<file path="src/acl_uart_pkg.sv">
// Accelerometer terminal package
// Baud, reading and line constants shared by the UART terminal path,
// together with the reading, line and character types
`default_nettype none

package acl_uart_pkg;

  // --------------------------------------------------------------------------
  // UART timing at 20 MHz and 115200 baud
  // --------------------------------------------------------------------------
  localparam int clks_per_bit = 174;
  localparam int baud_count_bits = $clog2(clks_per_bit);
  localparam logic [baud_count_bits-1:0] baud_last = baud_count_bits'(clks_per_bit - 1);

  // Start bit, eight data bits and stop bit
  localparam int frame_bits = 10;
  localparam int frame_count_bits = $clog2(frame_bits);
  localparam logic [frame_count_bits-1:0] frame_last = frame_count_bits'(frame_bits - 1);

  // --------------------------------------------------------------------------
  // Readings and terminal line
  // --------------------------------------------------------------------------
  localparam int reading_bits = 16;
  localparam int reading_count = 4;
  localparam int line_bytes = 34;
  localparam int field_chars = 8;
  localparam int line_index_bits = $clog2(line_bytes);
  localparam logic [line_index_bits-1:0] line_last = line_index_bits'(line_bytes - 1);

  // Field labels in line order, X first
  localparam logic [8*reading_count-1:0] field_labels = "XYZT";

  // Fixed characters of the line
  localparam logic [7:0] ascii_colon = 8'h3A;
  localparam logic [7:0] ascii_space = 8'h20;
  localparam logic [7:0] ascii_cr = 8'h0D;
  localparam logic [7:0] ascii_lf = 8'h0A;

  typedef logic [reading_bits-1:0] reading_t;
  // X in the top bits, temperature in the lowest
  typedef logic [reading_count*reading_bits-1:0] reading_set_t;
  // First character in the top byte
  typedef logic [line_bytes*8-1:0] line_t;
  typedef logic [7:0] byte_t;

endpackage : acl_uart_pkg

`default_nettype wire

</file>
<file path="src/acl_line_formatter.sv">
// Reading hold register and terminal line formatter
// Keeps the last reading set seen while the feed is idle and turns it
// into the 34-character ASCII line, four hex fields then CR LF
`timescale 1ns/1ps
`default_nettype none

module acl_line_formatter (
  input wire logic s_clk_20mhz,
  input wire logic s_rst_20mhz,
  input acl_uart_pkg::reading_set_t i_readings,
  input wire logic i_readings_valid,
  input wire logic i_feed_idle,
  output acl_uart_pkg::line_t o_line
);

  import acl_uart_pkg::*;

  // Set shown on the terminal
  reading_set_t held_set;

  // Upper-case hex digit for one nibble
  function automatic byte_t hex_char(input logic [3:0] nib);
    if (nib < 4'd10) begin
      return 8'h30 + {4'h0, nib};
    end
    // 'A' is 0x41, so 0x37 plus ten
    return 8'h37 + {4'h0, nib};
  endfunction

  // --------------------------------------------------------------------------
  // Hold register
  // --------------------------------------------------------------------------
  // Capture only while idle so the text of a line cannot change
  // in the middle of its transmission
  always_ff @(posedge s_clk_20mhz) begin : p_hold_set
    if (s_rst_20mhz) begin
      held_set <= '0;
    end else if (i_readings_valid && i_feed_idle) begin
      held_set <= i_readings;
    end
  end : p_hold_set

  // --------------------------------------------------------------------------
  // Line assembly
  // --------------------------------------------------------------------------
  always_comb begin : p_form_line
    reading_t v_reading;
    int v_char;

    o_line = '0;
    for (int f = 0; f < reading_count; f++) begin
      // Field f takes reading f counted from the top of the set
      v_reading = held_set[(reading_count-1-f)*reading_bits +: reading_bits];
      v_char = f * field_chars;

      // Label and colon
      o_line[(line_bytes-1-v_char)*8 +: 8] = field_labels[(reading_count-1-f)*8 +: 8];
      o_line[(line_bytes-2-v_char)*8 +: 8] = ascii_colon;

      // Four digits, most significant nibble first
      for (int d = 0; d < 4; d++) begin
        o_line[(line_bytes-3-v_char-d)*8 +: 8] = hex_char(v_reading[(3-d)*4 +: 4]);
      end

      // Two spaces close the field
      o_line[(line_bytes-7-v_char)*8 +: 8] = ascii_space;
      o_line[(line_bytes-8-v_char)*8 +: 8] = ascii_space;
    end

    // Line ends in CR LF
    o_line[15:8] = ascii_cr;
    o_line[7:0] = ascii_lf;
  end : p_form_line

endmodule : acl_line_formatter

`default_nettype wire

</file>
<file path="src/uart_line_feed.sv">
// Terminal line feed
// Latches a full line on go and hands its characters to the UART
// transmitter one at a time over a valid/ready pair
`timescale 1ns/1ps
`default_nettype none

module uart_line_feed (
  input wire logic s_clk_20mhz,
  input wire logic s_rst_20mhz,
  input wire logic i_tx_go,
  input acl_uart_pkg::line_t i_line,
  input wire logic i_tx_ready,
  output logic o_feed_idle,
  output acl_uart_pkg::byte_t o_tx_data,
  output logic o_tx_valid
);

  import acl_uart_pkg::*;

  typedef enum logic {
    st_idle,
    st_send
  } feed_state_t;

  feed_state_t state;
  // Copy of the line being sent
  line_t line_reg;
  // Character currently offered to the transmitter
  logic [line_index_bits-1:0] byte_idx;
  logic byte_accepted;

  // A character moves when both sides agree
  assign byte_accepted = o_tx_valid && i_tx_ready;

  // --------------------------------------------------------------------------
  // Feed FSM
  // --------------------------------------------------------------------------
  always_ff @(posedge s_clk_20mhz) begin : p_feed_fsm
    if (s_rst_20mhz) begin
      state <= st_idle;
      byte_idx <= '0;
    end else begin
      case (state)
        st_idle: begin
          // Go pulses during a line are ignored, only idle accepts one
          if (i_tx_go) begin
            state <= st_send;
            byte_idx <= '0;
          end
        end
        st_send: begin
          if (byte_accepted) begin
            if (byte_idx == line_last) begin
              state <= st_idle;
            end else begin
              byte_idx <= byte_idx + 1'b1;
            end
          end
        end
        default: state <= st_idle;
      endcase
    end
  end : p_feed_fsm

  // Line copy taken on the accepted go
  always_ff @(posedge s_clk_20mhz) begin : p_line_copy
    if ((state == st_idle) && i_tx_go) begin
      line_reg <= i_line;
    end
  end : p_line_copy

  // Valid follows the state, so it rises the cycle after go
  assign o_tx_valid = (state == st_send);
  assign o_feed_idle = (state == st_idle);

  // Byte 0 is the top byte of the line
  assign o_tx_data = line_reg[(line_bytes-1-int'(byte_idx))*8 +: 8];

endmodule : uart_line_feed

`default_nettype wire

</file>
<file path="src/uart_tx_serializer.sv">
// UART transmitter, 8N1
// Takes one byte over valid/ready and shifts it out LSB first with
// start and stop bits, each held for one baud period
`timescale 1ns/1ps
`default_nettype none

module uart_tx_serializer (
  input wire logic s_clk_20mhz,
  input wire logic s_rst_20mhz,
  input acl_uart_pkg::byte_t i_tx_data,
  input wire logic i_tx_valid,
  output logic o_tx_ready,
  output logic o_uart_tx
);

  import acl_uart_pkg::*;

  // Cycles spent in the current bit
  logic [baud_count_bits-1:0] baud_cnt;
  // Position in the frame, 0 is the start bit
  logic [frame_count_bits-1:0] bit_cnt;
  // Remaining data bits with the stop bit behind them
  logic [8:0] shift_reg;
  logic bit_done;

  // End of the current bit period
  assign bit_done = (baud_cnt == baud_last);

  // --------------------------------------------------------------------------
  // Control and line
  // --------------------------------------------------------------------------
  always_ff @(posedge s_clk_20mhz) begin : p_tx_ctrl
    if (s_rst_20mhz) begin
      o_tx_ready <= 1'b1;
      o_uart_tx <= 1'b1;
      baud_cnt <= '0;
      bit_cnt <= '0;
    end else if (o_tx_ready) begin
      // Idle, line held high
      if (i_tx_valid) begin
        // Accept, drop ready and start bit on the next cycle
        o_tx_ready <= 1'b0;
        o_uart_tx <= 1'b0;
        baud_cnt <= '0;
        bit_cnt <= '0;
      end
    end else begin
      if (bit_done) begin
        baud_cnt <= '0;
        if (bit_cnt == frame_last) begin
          // Stop bit finished, ready again
          o_tx_ready <= 1'b1;
          o_uart_tx <= 1'b1;
        end else begin
          bit_cnt <= bit_cnt + 1'b1;
          o_uart_tx <= shift_reg[0];
        end
      end else begin
        baud_cnt <= baud_cnt + 1'b1;
      end
    end
  end : p_tx_ctrl

  // --------------------------------------------------------------------------
  // Shift register
  // --------------------------------------------------------------------------
  // Loaded with the stop bit on top so it falls out last
  always_ff @(posedge s_clk_20mhz) begin : p_tx_shift
    if (o_tx_ready && i_tx_valid) begin
      shift_reg <= {1'b1, i_tx_data};
    end else if (!o_tx_ready && bit_done) begin
      shift_reg <= {1'b1, shift_reg[8:1]};
    end
  end : p_tx_shift

endmodule : uart_tx_serializer

`default_nettype wire

</file>
<file path="src/acl_uart_top.sv">
// Accelerometer serial terminal path
// Formats the held reading set as one ASCII line and sends it over
// the UART at 115200 baud on each go pulse
`timescale 1ns/1ps
`default_nettype none

module acl_uart_top (
  input wire logic s_clk_20mhz,
  input wire logic s_rst_20mhz,
  input acl_uart_pkg::reading_set_t i_readings,
  input wire logic i_readings_valid,
  input wire logic i_tx_go,
  output logic o_uart_tx
);

  import acl_uart_pkg::*;

  // Formatted line and feed status
  line_t s_line;
  logic s_feed_idle;

  // Character handshake between feed and transmitter
  byte_t s_tx_data;
  logic s_tx_valid;
  logic s_tx_ready;

  // Hold register and text assembly
  acl_line_formatter u_acl_line_formatter (
    .s_clk_20mhz(s_clk_20mhz),
    .s_rst_20mhz(s_rst_20mhz),
    .i_readings(i_readings),
    .i_readings_valid(i_readings_valid),
    .i_feed_idle(s_feed_idle),
    .o_line(s_line)
  );

  // Line to character stream
  uart_line_feed u_uart_line_feed (
    .s_clk_20mhz(s_clk_20mhz),
    .s_rst_20mhz(s_rst_20mhz),
    .i_tx_go(i_tx_go),
    .i_line(s_line),
    .i_tx_ready(s_tx_ready),
    .o_feed_idle(s_feed_idle),
    .o_tx_data(s_tx_data),
    .o_tx_valid(s_tx_valid)
  );

  // Serial line driver
  uart_tx_serializer u_uart_tx_serializer (
    .s_clk_20mhz(s_clk_20mhz),
    .s_rst_20mhz(s_rst_20mhz),
    .i_tx_data(s_tx_data),
    .i_tx_valid(s_tx_valid),
    .o_tx_ready(s_tx_ready),
    .o_uart_tx(o_uart_tx)
  );

endmodule : acl_uart_top

`default_nettype wire

</file>
<file path="config.mk">
export PLATFORM = sky130hd
export DESIGN_NAME = acl_uart_top
export DESIGN_NICKNAME = d
export VERILOG_FILES = /design/src/acl_uart_pkg.sv /design/src/acl_line_formatter.sv /design/src/uart_line_feed.sv /design/src/uart_tx_serializer.sv /design/src/acl_uart_top.sv
export SDC_FILE = /design/constraint.sdc
export NUM_CORES = 1
export LEC_CHECK = 0
export BUFFER_PORTS_ARGS = -buffer_cell sky130_fd_sc_hd__buf_2
export CAP_MARGIN = 20
export CELL_PAD_IN_SITES_DETAIL_PLACEMENT = 0
export CELL_PAD_IN_SITES_GLOBAL_PLACEMENT = 1
export CORE_MARGIN = 2
export CORE_UTILIZATION = 30
export DETAILED_ROUTE_END_ITERATION = 16
export GPL_TIMING_DRIVEN = 0
export HOLD_SLACK_MARGIN = 0.05
export MAX_ROUTING_LAYER = met4
export PLACE_DENSITY = 0.58
export REMOVE_ABC_BUFFERS = 1
export SYNTH_ARGS = -nofsm -noshare
export SYNTH_HDL_FRONTEND = slang
export SYNTH_SLANG_ARGS = --single-unit
</file>
<file path="constraint.sdc">
create_clock -name s_clk_20mhz -period 9 [get_ports s_clk_20mhz]
set_input_delay 0.45 -clock s_clk_20mhz [delete_from_list [all_inputs] [get_ports s_clk_20mhz]]
set_output_delay 0.45 -clock s_clk_20mhz [all_outputs]
set_load 0.01 [all_outputs]
</file>
---- Word level (Yosys, flattened, before mapping) ----
Cells that the tools add are included.
cells by class
  reduce and logical (&&, ||, !) cells .... 10
  bitwise operators ....................... 1
  order comparisons ....................... 16
  add/subtract/negate cells ............... 36
  eq/ne operators ......................... 8
  multiplexer cells ....................... 73
  shifts and indexed selects .............. 1
operators by type and width
  operator                                           count
  two-way mux 8 bit                                  37
  variable part select 272 x 32 -> 8 bit             1
  adder 6 x 4 -> 7 bit, first input constant         32
  less-than comparator 4 bit, second input constant  16
  two-way mux 1 bit                                  27
  two-way mux 6 bit                                  3
  two-way mux 4 bit                                  4
  case mux 6 bit (2 select lines)                    1
  adder 8 x 1 -> 8 bit, second input constant        1
  equality test 8 bit, second input constant         1
  != test 2 bit, second input constant               4
  subtractor 6 x 6 -> 7 bit, first input constant    1
  adder 6 x 1 -> 6 bit, second input constant        1
  equality test 6 bit, second input constant         1
  AND reduction 3 bit                                2
  adder 4 x 1 -> 4 bit, second input constant        1
  equality test 4 bit, second input constant         1
  logical AND 1 bit                                  4
  nonzero test 2 bit                                 2
  != test 2 x 1 -> 1 bit, second input constant      1
  case mux 1 bit (2 select lines)                    1
  AND reduction 2 bit                                1
  zero test 1 bit                                    1
  NOT 1 bit                                          1
storage, ports and cells
  logic and storage cells ................. 154
  flip-flop bits (word level) ............. 221
  input bits .............................. 68

---- Longest topological paths before layout ----
Gate-level depths: netlist of the first run.
  depth after elaboration ................. 4
  mapped depth ............................ 11
  gate-level depth less buffers ........... 7

---- Hierarchy ----
Synthesis of the first run repeated with hierarchy kept, for this count alone.
unflattened totals
  cell total of the unflattened synthesis .. 1,299
  area total of the unflattened synthesis .. 17,419.2 um^2
by module, submodules not included
  module              cells each  instances  seq. area each (um^2)  area each (um^2)
  uart_line_feed      500         1          8,308.0                10,845.4
  acl_line_formatter  691         1          1,281.2                5,464.0
  uart_tx_serializer  108         1          520.5                  1,109.8

---- Worst setup path before layout of the first run ----
Ideal clock, no wire load.
  kind .................................... in2reg
  from .................................... input port i_tx_go
  to ...................................... register u_uart_line_feed.byte_idx[5]
  buffers on the path ..................... 1
  setup slack ............................. 4.067 ns
  arrival time ............................ 4.863 ns
  stages .................................. 5
  data required time ...................... 8.930 ns
  path through ............................ nor2b_1 -> buf_1 -> o211ai_1 -> or3_1 -> a21oi_1
on the way
  word-level cells in the longest chain between the ends .. 2
ends and longest elaborated chain
  element                        RTL line              RTL
  from (decl)                    acl_uart_top.sv:12    input wire logic i_tx_go,
  != test 2 bit (no line)        --
  AND reduction 3 bit (no line)  --
  to (signal assigned)           uart_line_feed.sv:56  byte_idx <= byte_idx + 1'b1;
  to (decl)                      uart_line_feed.sv:29  logic [line_index_bits-1:0] byte_idx;
No other way between the ends.
A chain may end at the register's enable or synchronous reset.

---- Worst setup path in the final report of the first run ----
  from .................................... register u_uart_line_feed.byte_idx[1]
  to ...................................... register u_uart_tx_serializer.shift_reg[3], data pin
on the way
  word-level cells in the longest chain between the ends .. 3
ends and longest elaborated chain
  element                                 RTL line                  RTL
  subtractor 6 x 6 -> 7 bit               uart_line_feed.sv:77      assign o_tx_data = line_reg[(line_bytes-1-int'(byte_idx))*8 +: 8];
  variable part select 272 x 32 -> 8 bit  uart_line_feed.sv:77
  two-way mux 8 bit                       uart_tx_serializer.sv:69  if (o_tx_ready && i_tx_valid) begin
  to (signal assigned)                    uart_tx_serializer.sv:70  shift_reg <= {1'b1, i_tx_data};
  to (signal assigned)                    uart_tx_serializer.sv:72  shift_reg <= {1'b1, shift_reg[8:1]};
  to (decl)                               uart_tx_serializer.sv:23  logic [8:0] shift_reg;
No other way between the ends.

==> results.sh, run 1 <==
export IMPL_num_antenna_cells=0
export IMPL_place_ws_ps=5560
export IMPL_synthMuxAreaShare=0.0651
export IMPL_gp_congestion=0.837
export IMPL_vias=6910
export IMPL_fp_dieW_um=183
export IMPL_final_common_cell="nand2_1"
export IMPL_max_slew_margin_rel=0.393
export IMPL_final_nets=1107
export IMPL_drv_cap=0
export IMPL_grtUsageTotal=0.135
export IMPL_grt_pass1_vias=6619
export IMPL_clock_latency_ps=510
export IMPL_largest_register_ff_count=112
export IMPL_critPathLaunch="u_uart_line_feed.byte_idx[1]"
export IMPL_overflow=0
export IMPL_cts_clk_slew_worst_paths_ps=60
export IMPL_placed_area_mm2=0.0105
export IMPL_setup_violations_final=0
export IMPL_holdCritStartpoint="i_readings[6]"
export IMPL_postSynthAreaPerCell_um2=10.1
export IMPL_cp_max_fo=15
export IMPL_grt_pass1_wl_um=35800
export IMPL_crit_type="flop to flop"
export IMPL_finalWorstSetupSlack_ps=5600
export IMPL_syn_to_final_growth_pct=16.6
export IMPL_worstMarginPinSlew_ps=911
export IMPL_dieArea_mm2=0.0336
export IMPL_synth_compound_area_frac=0.144
export IMPL_clockBufferDepth=3
export IMPL_die_h_um=183
export IMPL_synth_top_area_share=0.373
export IMPL_startpoint_type="flop"
export IMPL_cts_tree="done"
export IMPL_drtPass1Iterations=5
export IMPL_status="complete, no violations"
export IMPL_drtAntennaViolNets=0
export IMPL_wirelength_um=21800
export IMPL_syn_area_mm2=0.00965
export IMPL_cts_setup_buffers=0
export IMPL_clock_root_buffer="clkbuf_16"
export IMPL_maxSlewViolCount=0
export IMPL_fin_skew_ps=5.91
export IMPL_synthTopCellsByArea="edfxtp_1 (37%), dfxtp_1 (18%), nand2_1 (7.9%), a21oi_1 (6.5%), mux4_2 (3.3%)"
export IMPL_detailed_place_hpwl_um=14900
export IMPL_io_pins=69
export IMPL_synth_edf_count=120
export IMPL_clock_sinks=205
export IMPL_critPathRequiredTime_ps=9250
export IMPL_async_flop_share=0
export IMPL_hp_class="input pin to flop"
export IMPL_rsz0062_at_grt="no"
export IMPL_end_kind="flop"
export IMPL_synth_distinct_cells=71
export IMPL_ys_seq_area_frac=0.550
export IMPL_viasPerCell=4.81
export IMPL_yosys_area_top_type="edfxtp_1"
export IMPL_fp_row_count=65
export IMPL_coreArea_mm2=0.0316
export IMPL_netlist_instances=960
export IMPL_synth_adder_area_share=0.0298
export IMPL_synth_top_family_by_area="compound AO/OA/AOI/OAI gates"
export IMPL_synth_ff_type="edfxtp_1"
export IMPL_design_area_mm2=0.0113
export IMPL_drc=0
export IMPL_initial_core_util=0.305
export IMPL_wl_per_cell_um=15.2
export IMPL_power_density_mw_per_mm2=200
export IMPL_yosysWarnings=0
export IMPL_rr_startpoint="u_uart_line_feed.byte_idx[1]"
export IMPL_mostFrequentLayoutCells="nand2_1 (203), a21oi_1 (125), edfxtp_1 (120), dfxtp_1 (84), inv_1 (75)"
export IMPL_synthXorXnorAreaFrac=0.0236
export IMPL_crit_arrival_ps=3650
export IMPL_dr_first_iter_drc_count=508
export IMPL_layout_drive_gt1_share=0.134
export IMPL_cts_buffers=24
export IMPL_synthSimpleGateAreaFrac=0.137
export IMPL_io_buffer_count=68
export IMPL_ctsHoldBuffers=0
export IMPL_vdd_drop_max_mv=0.110
export IMPL_ctsResizeCount=0
export IMPL_cts_max_level=1
export IMPL_fmax_mhz=294
export IMPL_period_needed_ps=3400
export IMPL_p_leak_uw=0.00384
export IMPL_antenna_found_initial=0
export IMPL_ys_seq_elements=205
export IMPL_hold_violations=0
export IMPL_grt_max_degree=83
export IMPL_fin_crit_sh=0.378
## synth_stat cells, types with 5 or more instances
cell type / number
clkbuf_1: 19
o21ai_0: 45
mux2i_1: 29
xnor2_1: 25
mux4_2: 14
buf_2: 11
nor2b_1: 5
o221ai_1: 5
ha_1: 23
buf_4: 5
edfxtp_1: 120
nand2b_1: 5
nand2_1: 203
or3_1: 5
inv_1: 75
dfxtp_1: 85
nor3_1: 13
o22ai_1: 6
nand3_1: 6
nor2_1: 45
buf_1: 8
a21oi_1: 125
## worst max-delay path, stage by stage, from the launching register on
cell	delay (ps)
dfxtp_1	800
inv_1	140
ha_1	380
xnor2_1	730
mux4_2	450
a2111o_1	450
o311ai_1	90
o31ai_1	90
## per-stage QoR
step	setup TNS (ps)	util	std cells	power, uW	hold slack, ps
after floorplan	0	-	915	1230	434
after global placement	-2010	0.325	1385	1300	466
after detailed placement	0	0.331	1392	1300	476
after CTS	0	0.356	1436	2280	158
after global routing	0	0.356	1436	2340	170
final	0	0.356	1436	2250	171
## layout make-up
cell class / instances / area, um2
Fill cell: 3171 / 20400
Sequential cell: 205 / 5310
Multi-Input combinational cell: 635 / 3870
Clock buffer: 34 / 669
Timing Repair Buffer: 75 / 505
Tap cell: 402 / 503
Inverter: 75 / 282
Clock inverter: 10 / 119
## metal layers
layer	wire length (um)	part of all wire	vias to the layer above	track usage
met1	10600	0.49	3280	0.184
met4	382	0.018	0	0.0336
met2	10100	0.46	107	0.212
met3	765	0.035	24	0.0197
li1	-	-	3499	-
met5	0	0	-	-
## power by group
| part | switching (uW) | leakage [uW] | internal [uW] |
|---|---|---|---|
| Clock | 370 | 0.000383 | 601 |
| Combinational | 106 | 0.00166 | 81.9 |
| Sequential | 41.1 | 0.00180 | 1050 |
## final timing paths
path	endpoint	cells after the start	slack [ps]
hold / removal	u_acl_line_formatter.held_set[6]	3	170
hold reg to reg	u_acl_line_formatter.held_set[8]	2	480
setup / recovery	u_uart_tx_serializer.shift_reg[3]	7	5600
setup reg to reg	u_uart_tx_serializer.shift_reg[3]	7	5600
## kinds of logic after synthesis
family | after synthesis
AND/OR/NAND/NOR | 307
buffers and inverters | 120
XOR/XNOR | 26
AO/OA/AOI/OAI | 234
multiplexers | 45
flip-flops | 205
adder cells (fa/ha/maj) | 23
No activity file was read; power rests on OpenSTA's default activity.
==> run 2, diff against run 1 <==
==> constraint.sdc (replaced) <==
create_clock -name s_clk_20mhz -period 3.37 [get_ports s_clk_20mhz]
set_input_delay 0.1685 -clock s_clk_20mhz [delete_from_list [all_inputs] [get_ports s_clk_20mhz]]
set_output_delay 0.1685 -clock s_clk_20mhz [all_outputs]
set_load 0.01 [all_outputs]
==> run 2 against run 1 <==
Compared with the run above:
- sequential power increased to 2.7 times the previous value
- clock skew increased by 0.87 ps
- clock-buffer cell count unchanged
- routed wire length increased by 1.7%
- via count increased by 3.2%
- core utilization increased by 2.1 points
- global-route usage increased by 0.29 points
- setup slack got worse by 5400 ps
- final area increased by 5.8%
- first-iteration DRC count decreased by 1.6%
- flip-flop and latch count unchanged
- largest cell class unchanged
==> results.sh, run 2 (same netlist as run 1, synthesis figures left out) <==
export IMPL_status="complete, no violations"
export IMPL_mostFrequentLayoutCells="nand2_1 (203), a21oi_1 (125), edfxtp_1 (120), dfxtp_1 (84), inv_1 (75)"
export IMPL_crit_arrival_ps=3370
export IMPL_final_common_cell="nand2_1"
export IMPL_power_density_mw_per_mm2=509
export IMPL_multi_input_area_mm2=0.00388
export IMPL_largest_register_ff_count=112
export IMPL_io_pins=69
export IMPL_num_antenna_cells=0
export IMPL_hold_violations=0
export IMPL_critPathRequiredTime_ps=3620
export IMPL_seq_area_mm2=0.00531
export IMPL_max_slew_margin_rel=0.390
export IMPL_overflow=0
export IMPL_rsz0062_at_grt="no"
export IMPL_layout_drive_gt1_share=0.127
export IMPL_final_nets=1172
export IMPL_grtUsageTotal=0.138
export IMPL_setup_violations_final=0
export IMPL_syn_to_final_growth_pct=23.4
export IMPL_wirelength_um=22200
export IMPL_wl_per_cell_um=14.8
export IMPL_grt_max_degree=83
export IMPL_viasPerCell=4.75
export IMPL_drtPass1Iterations=5
export IMPL_cts_setup_buffers=0
export IMPL_grt_pass1_wl_um=36600
export IMPL_cts_buffers=24
export IMPL_dr_first_iter_drc_count=500
export IMPL_clockBufferDepth=3
export IMPL_end_kind="flop"
export IMPL_drv_cap=0
export IMPL_hp_class="input pin to flop"
export IMPL_crit_type="flop to flop"
export IMPL_period_needed_ps=3120
export IMPL_maxSlewViolCount=0
export IMPL_fillers=3154
export IMPL_coreArea_mm2=0.0316
export IMPL_drtAntennaViolNets=0
export IMPL_fp_row_count=65
export IMPL_startpoint_type="flop"
export IMPL_initial_core_util=0.305
export IMPL_drc=0
export IMPL_finalWorstSetupSlack_ps=246
export IMPL_die_h_um=183
export IMPL_cts_clk_slew_worst_paths_ps=60
export IMPL_clock_root_buffer="clkbuf_16"
export IMPL_finalPower_uw=6060
export IMPL_vias=7131
export IMPL_cts_tree="done"
export IMPL_grt_pass1_vias=6818
export IMPL_fin_skew_ps=6.78
export IMPL_dieArea_mm2=0.0336
export IMPL_vdd_drop_max_mv=0.295
export IMPL_detailed_place_hpwl_um=14900
export IMPL_fmax_mhz=320
export IMPL_fp_dieW_um=183
export IMPL_cp_max_fo=15
export IMPL_p_leak_uw=0.00412
export IMPL_gp_congestion=0.837
export IMPL_io_buffer_count=68
export IMPL_clock_latency_ps=510
export IMPL_place_ws_ps=-68.4
export IMPL_worstMarginPinSlew_ps=915
export IMPL_fin_crit_sh=0.927
export IMPL_clock_sinks=205
export IMPL_cts_max_level=1
export IMPL_antenna_found_initial=0
-- run 2: cell count changes in the layout (fill, tap and decap cells not counted) --
cell | previous run | this run
xnor2_1 | 25 | 24
dlygate4sd3_1 | 0 | 65
xnor2_2 | 0 | 1
-- run 2: where the power goes --
part,internal [uW],leakage [uW],switching (uW)
Clock,1600,0.000383,987
Sequential,2800,0.00180,110
Combinational,268,0.00194,293
-- run 2: stage by stage --
stage / hold slack [ps] / util / cells / instance area [um2] / setup TNS, ps
after CTS: 186 / 0.377 / 1501 / 11900 / 0
after detailed placement: 417 / 0.331 / 1392 / 10500 / -68.4
final: 176 / 0.377 / 1501 / 11900 / 0
after global placement: 410 / 0.325 / 1385 / 10300 / -656490
after floorplan: 238 / - / 915 / 9440 / -321980
after global routing: 218 / 0.377 / 1501 / 11900 / 0
-- run 2: layout make-up --
cell class | count | area share
Tap cell | 402 | 0.0422
Multi-Input combinational cell | 635 | 0.325
Clock inverter | 10 | 0.00998
Sequential cell | 205 | 0.446
Timing Repair Buffer | 140 | 0.0970
Clock buffer | 34 | 0.0562
Inverter | 75 | 0.0236
-- run 2: what timing repair did --
| item | 4_1_cts | 5_1_grt |
|---|---|---|
| endpoints found under the hold margin | 65 | 0 |
| resized for setup | 1 | 0 |
| endpoints found under the setup margin | 1 | 0 |
| hold buffers | 65 | 0 |
-- run 2: critical path, stage by stage (launching register included) --
cell      delay, ps
dfxtp_1         800
inv_1           140
ha_1            390
xnor2_2         490
mux4_2          420
a2111o_1        450
o311ai_1         90
o31ai_1          90
-- run 2: path summary, 6_finish.rpt --
path | start | to | slack [ps] | cells after the start
setup / recovery | u_uart_line_feed.byte_idx[1] | u_uart_tx_serializer.shift_reg[3] | 250 | 7
hold / removal | s_rst_20mhz | u_acl_line_formatter.held_set[48] | 180 | 3
setup reg to reg | u_uart_line_feed.byte_idx[1] | u_uart_tx_serializer.shift_reg[3] | 250 | 7
hold reg to reg | u_acl_line_formatter.held_set[12] | u_acl_line_formatter.held_set[12] | 480 | 2
-- run 2: metal layers --
metal,part of all wire,vias to the layer above,global-route usage
met5,0,-,-
met4,0.017,0,0.0336
met3,0.037,23,0.0193
met2,0.46,112,0.218
met1,0.48,3360,0.187
li1,-,3636,-
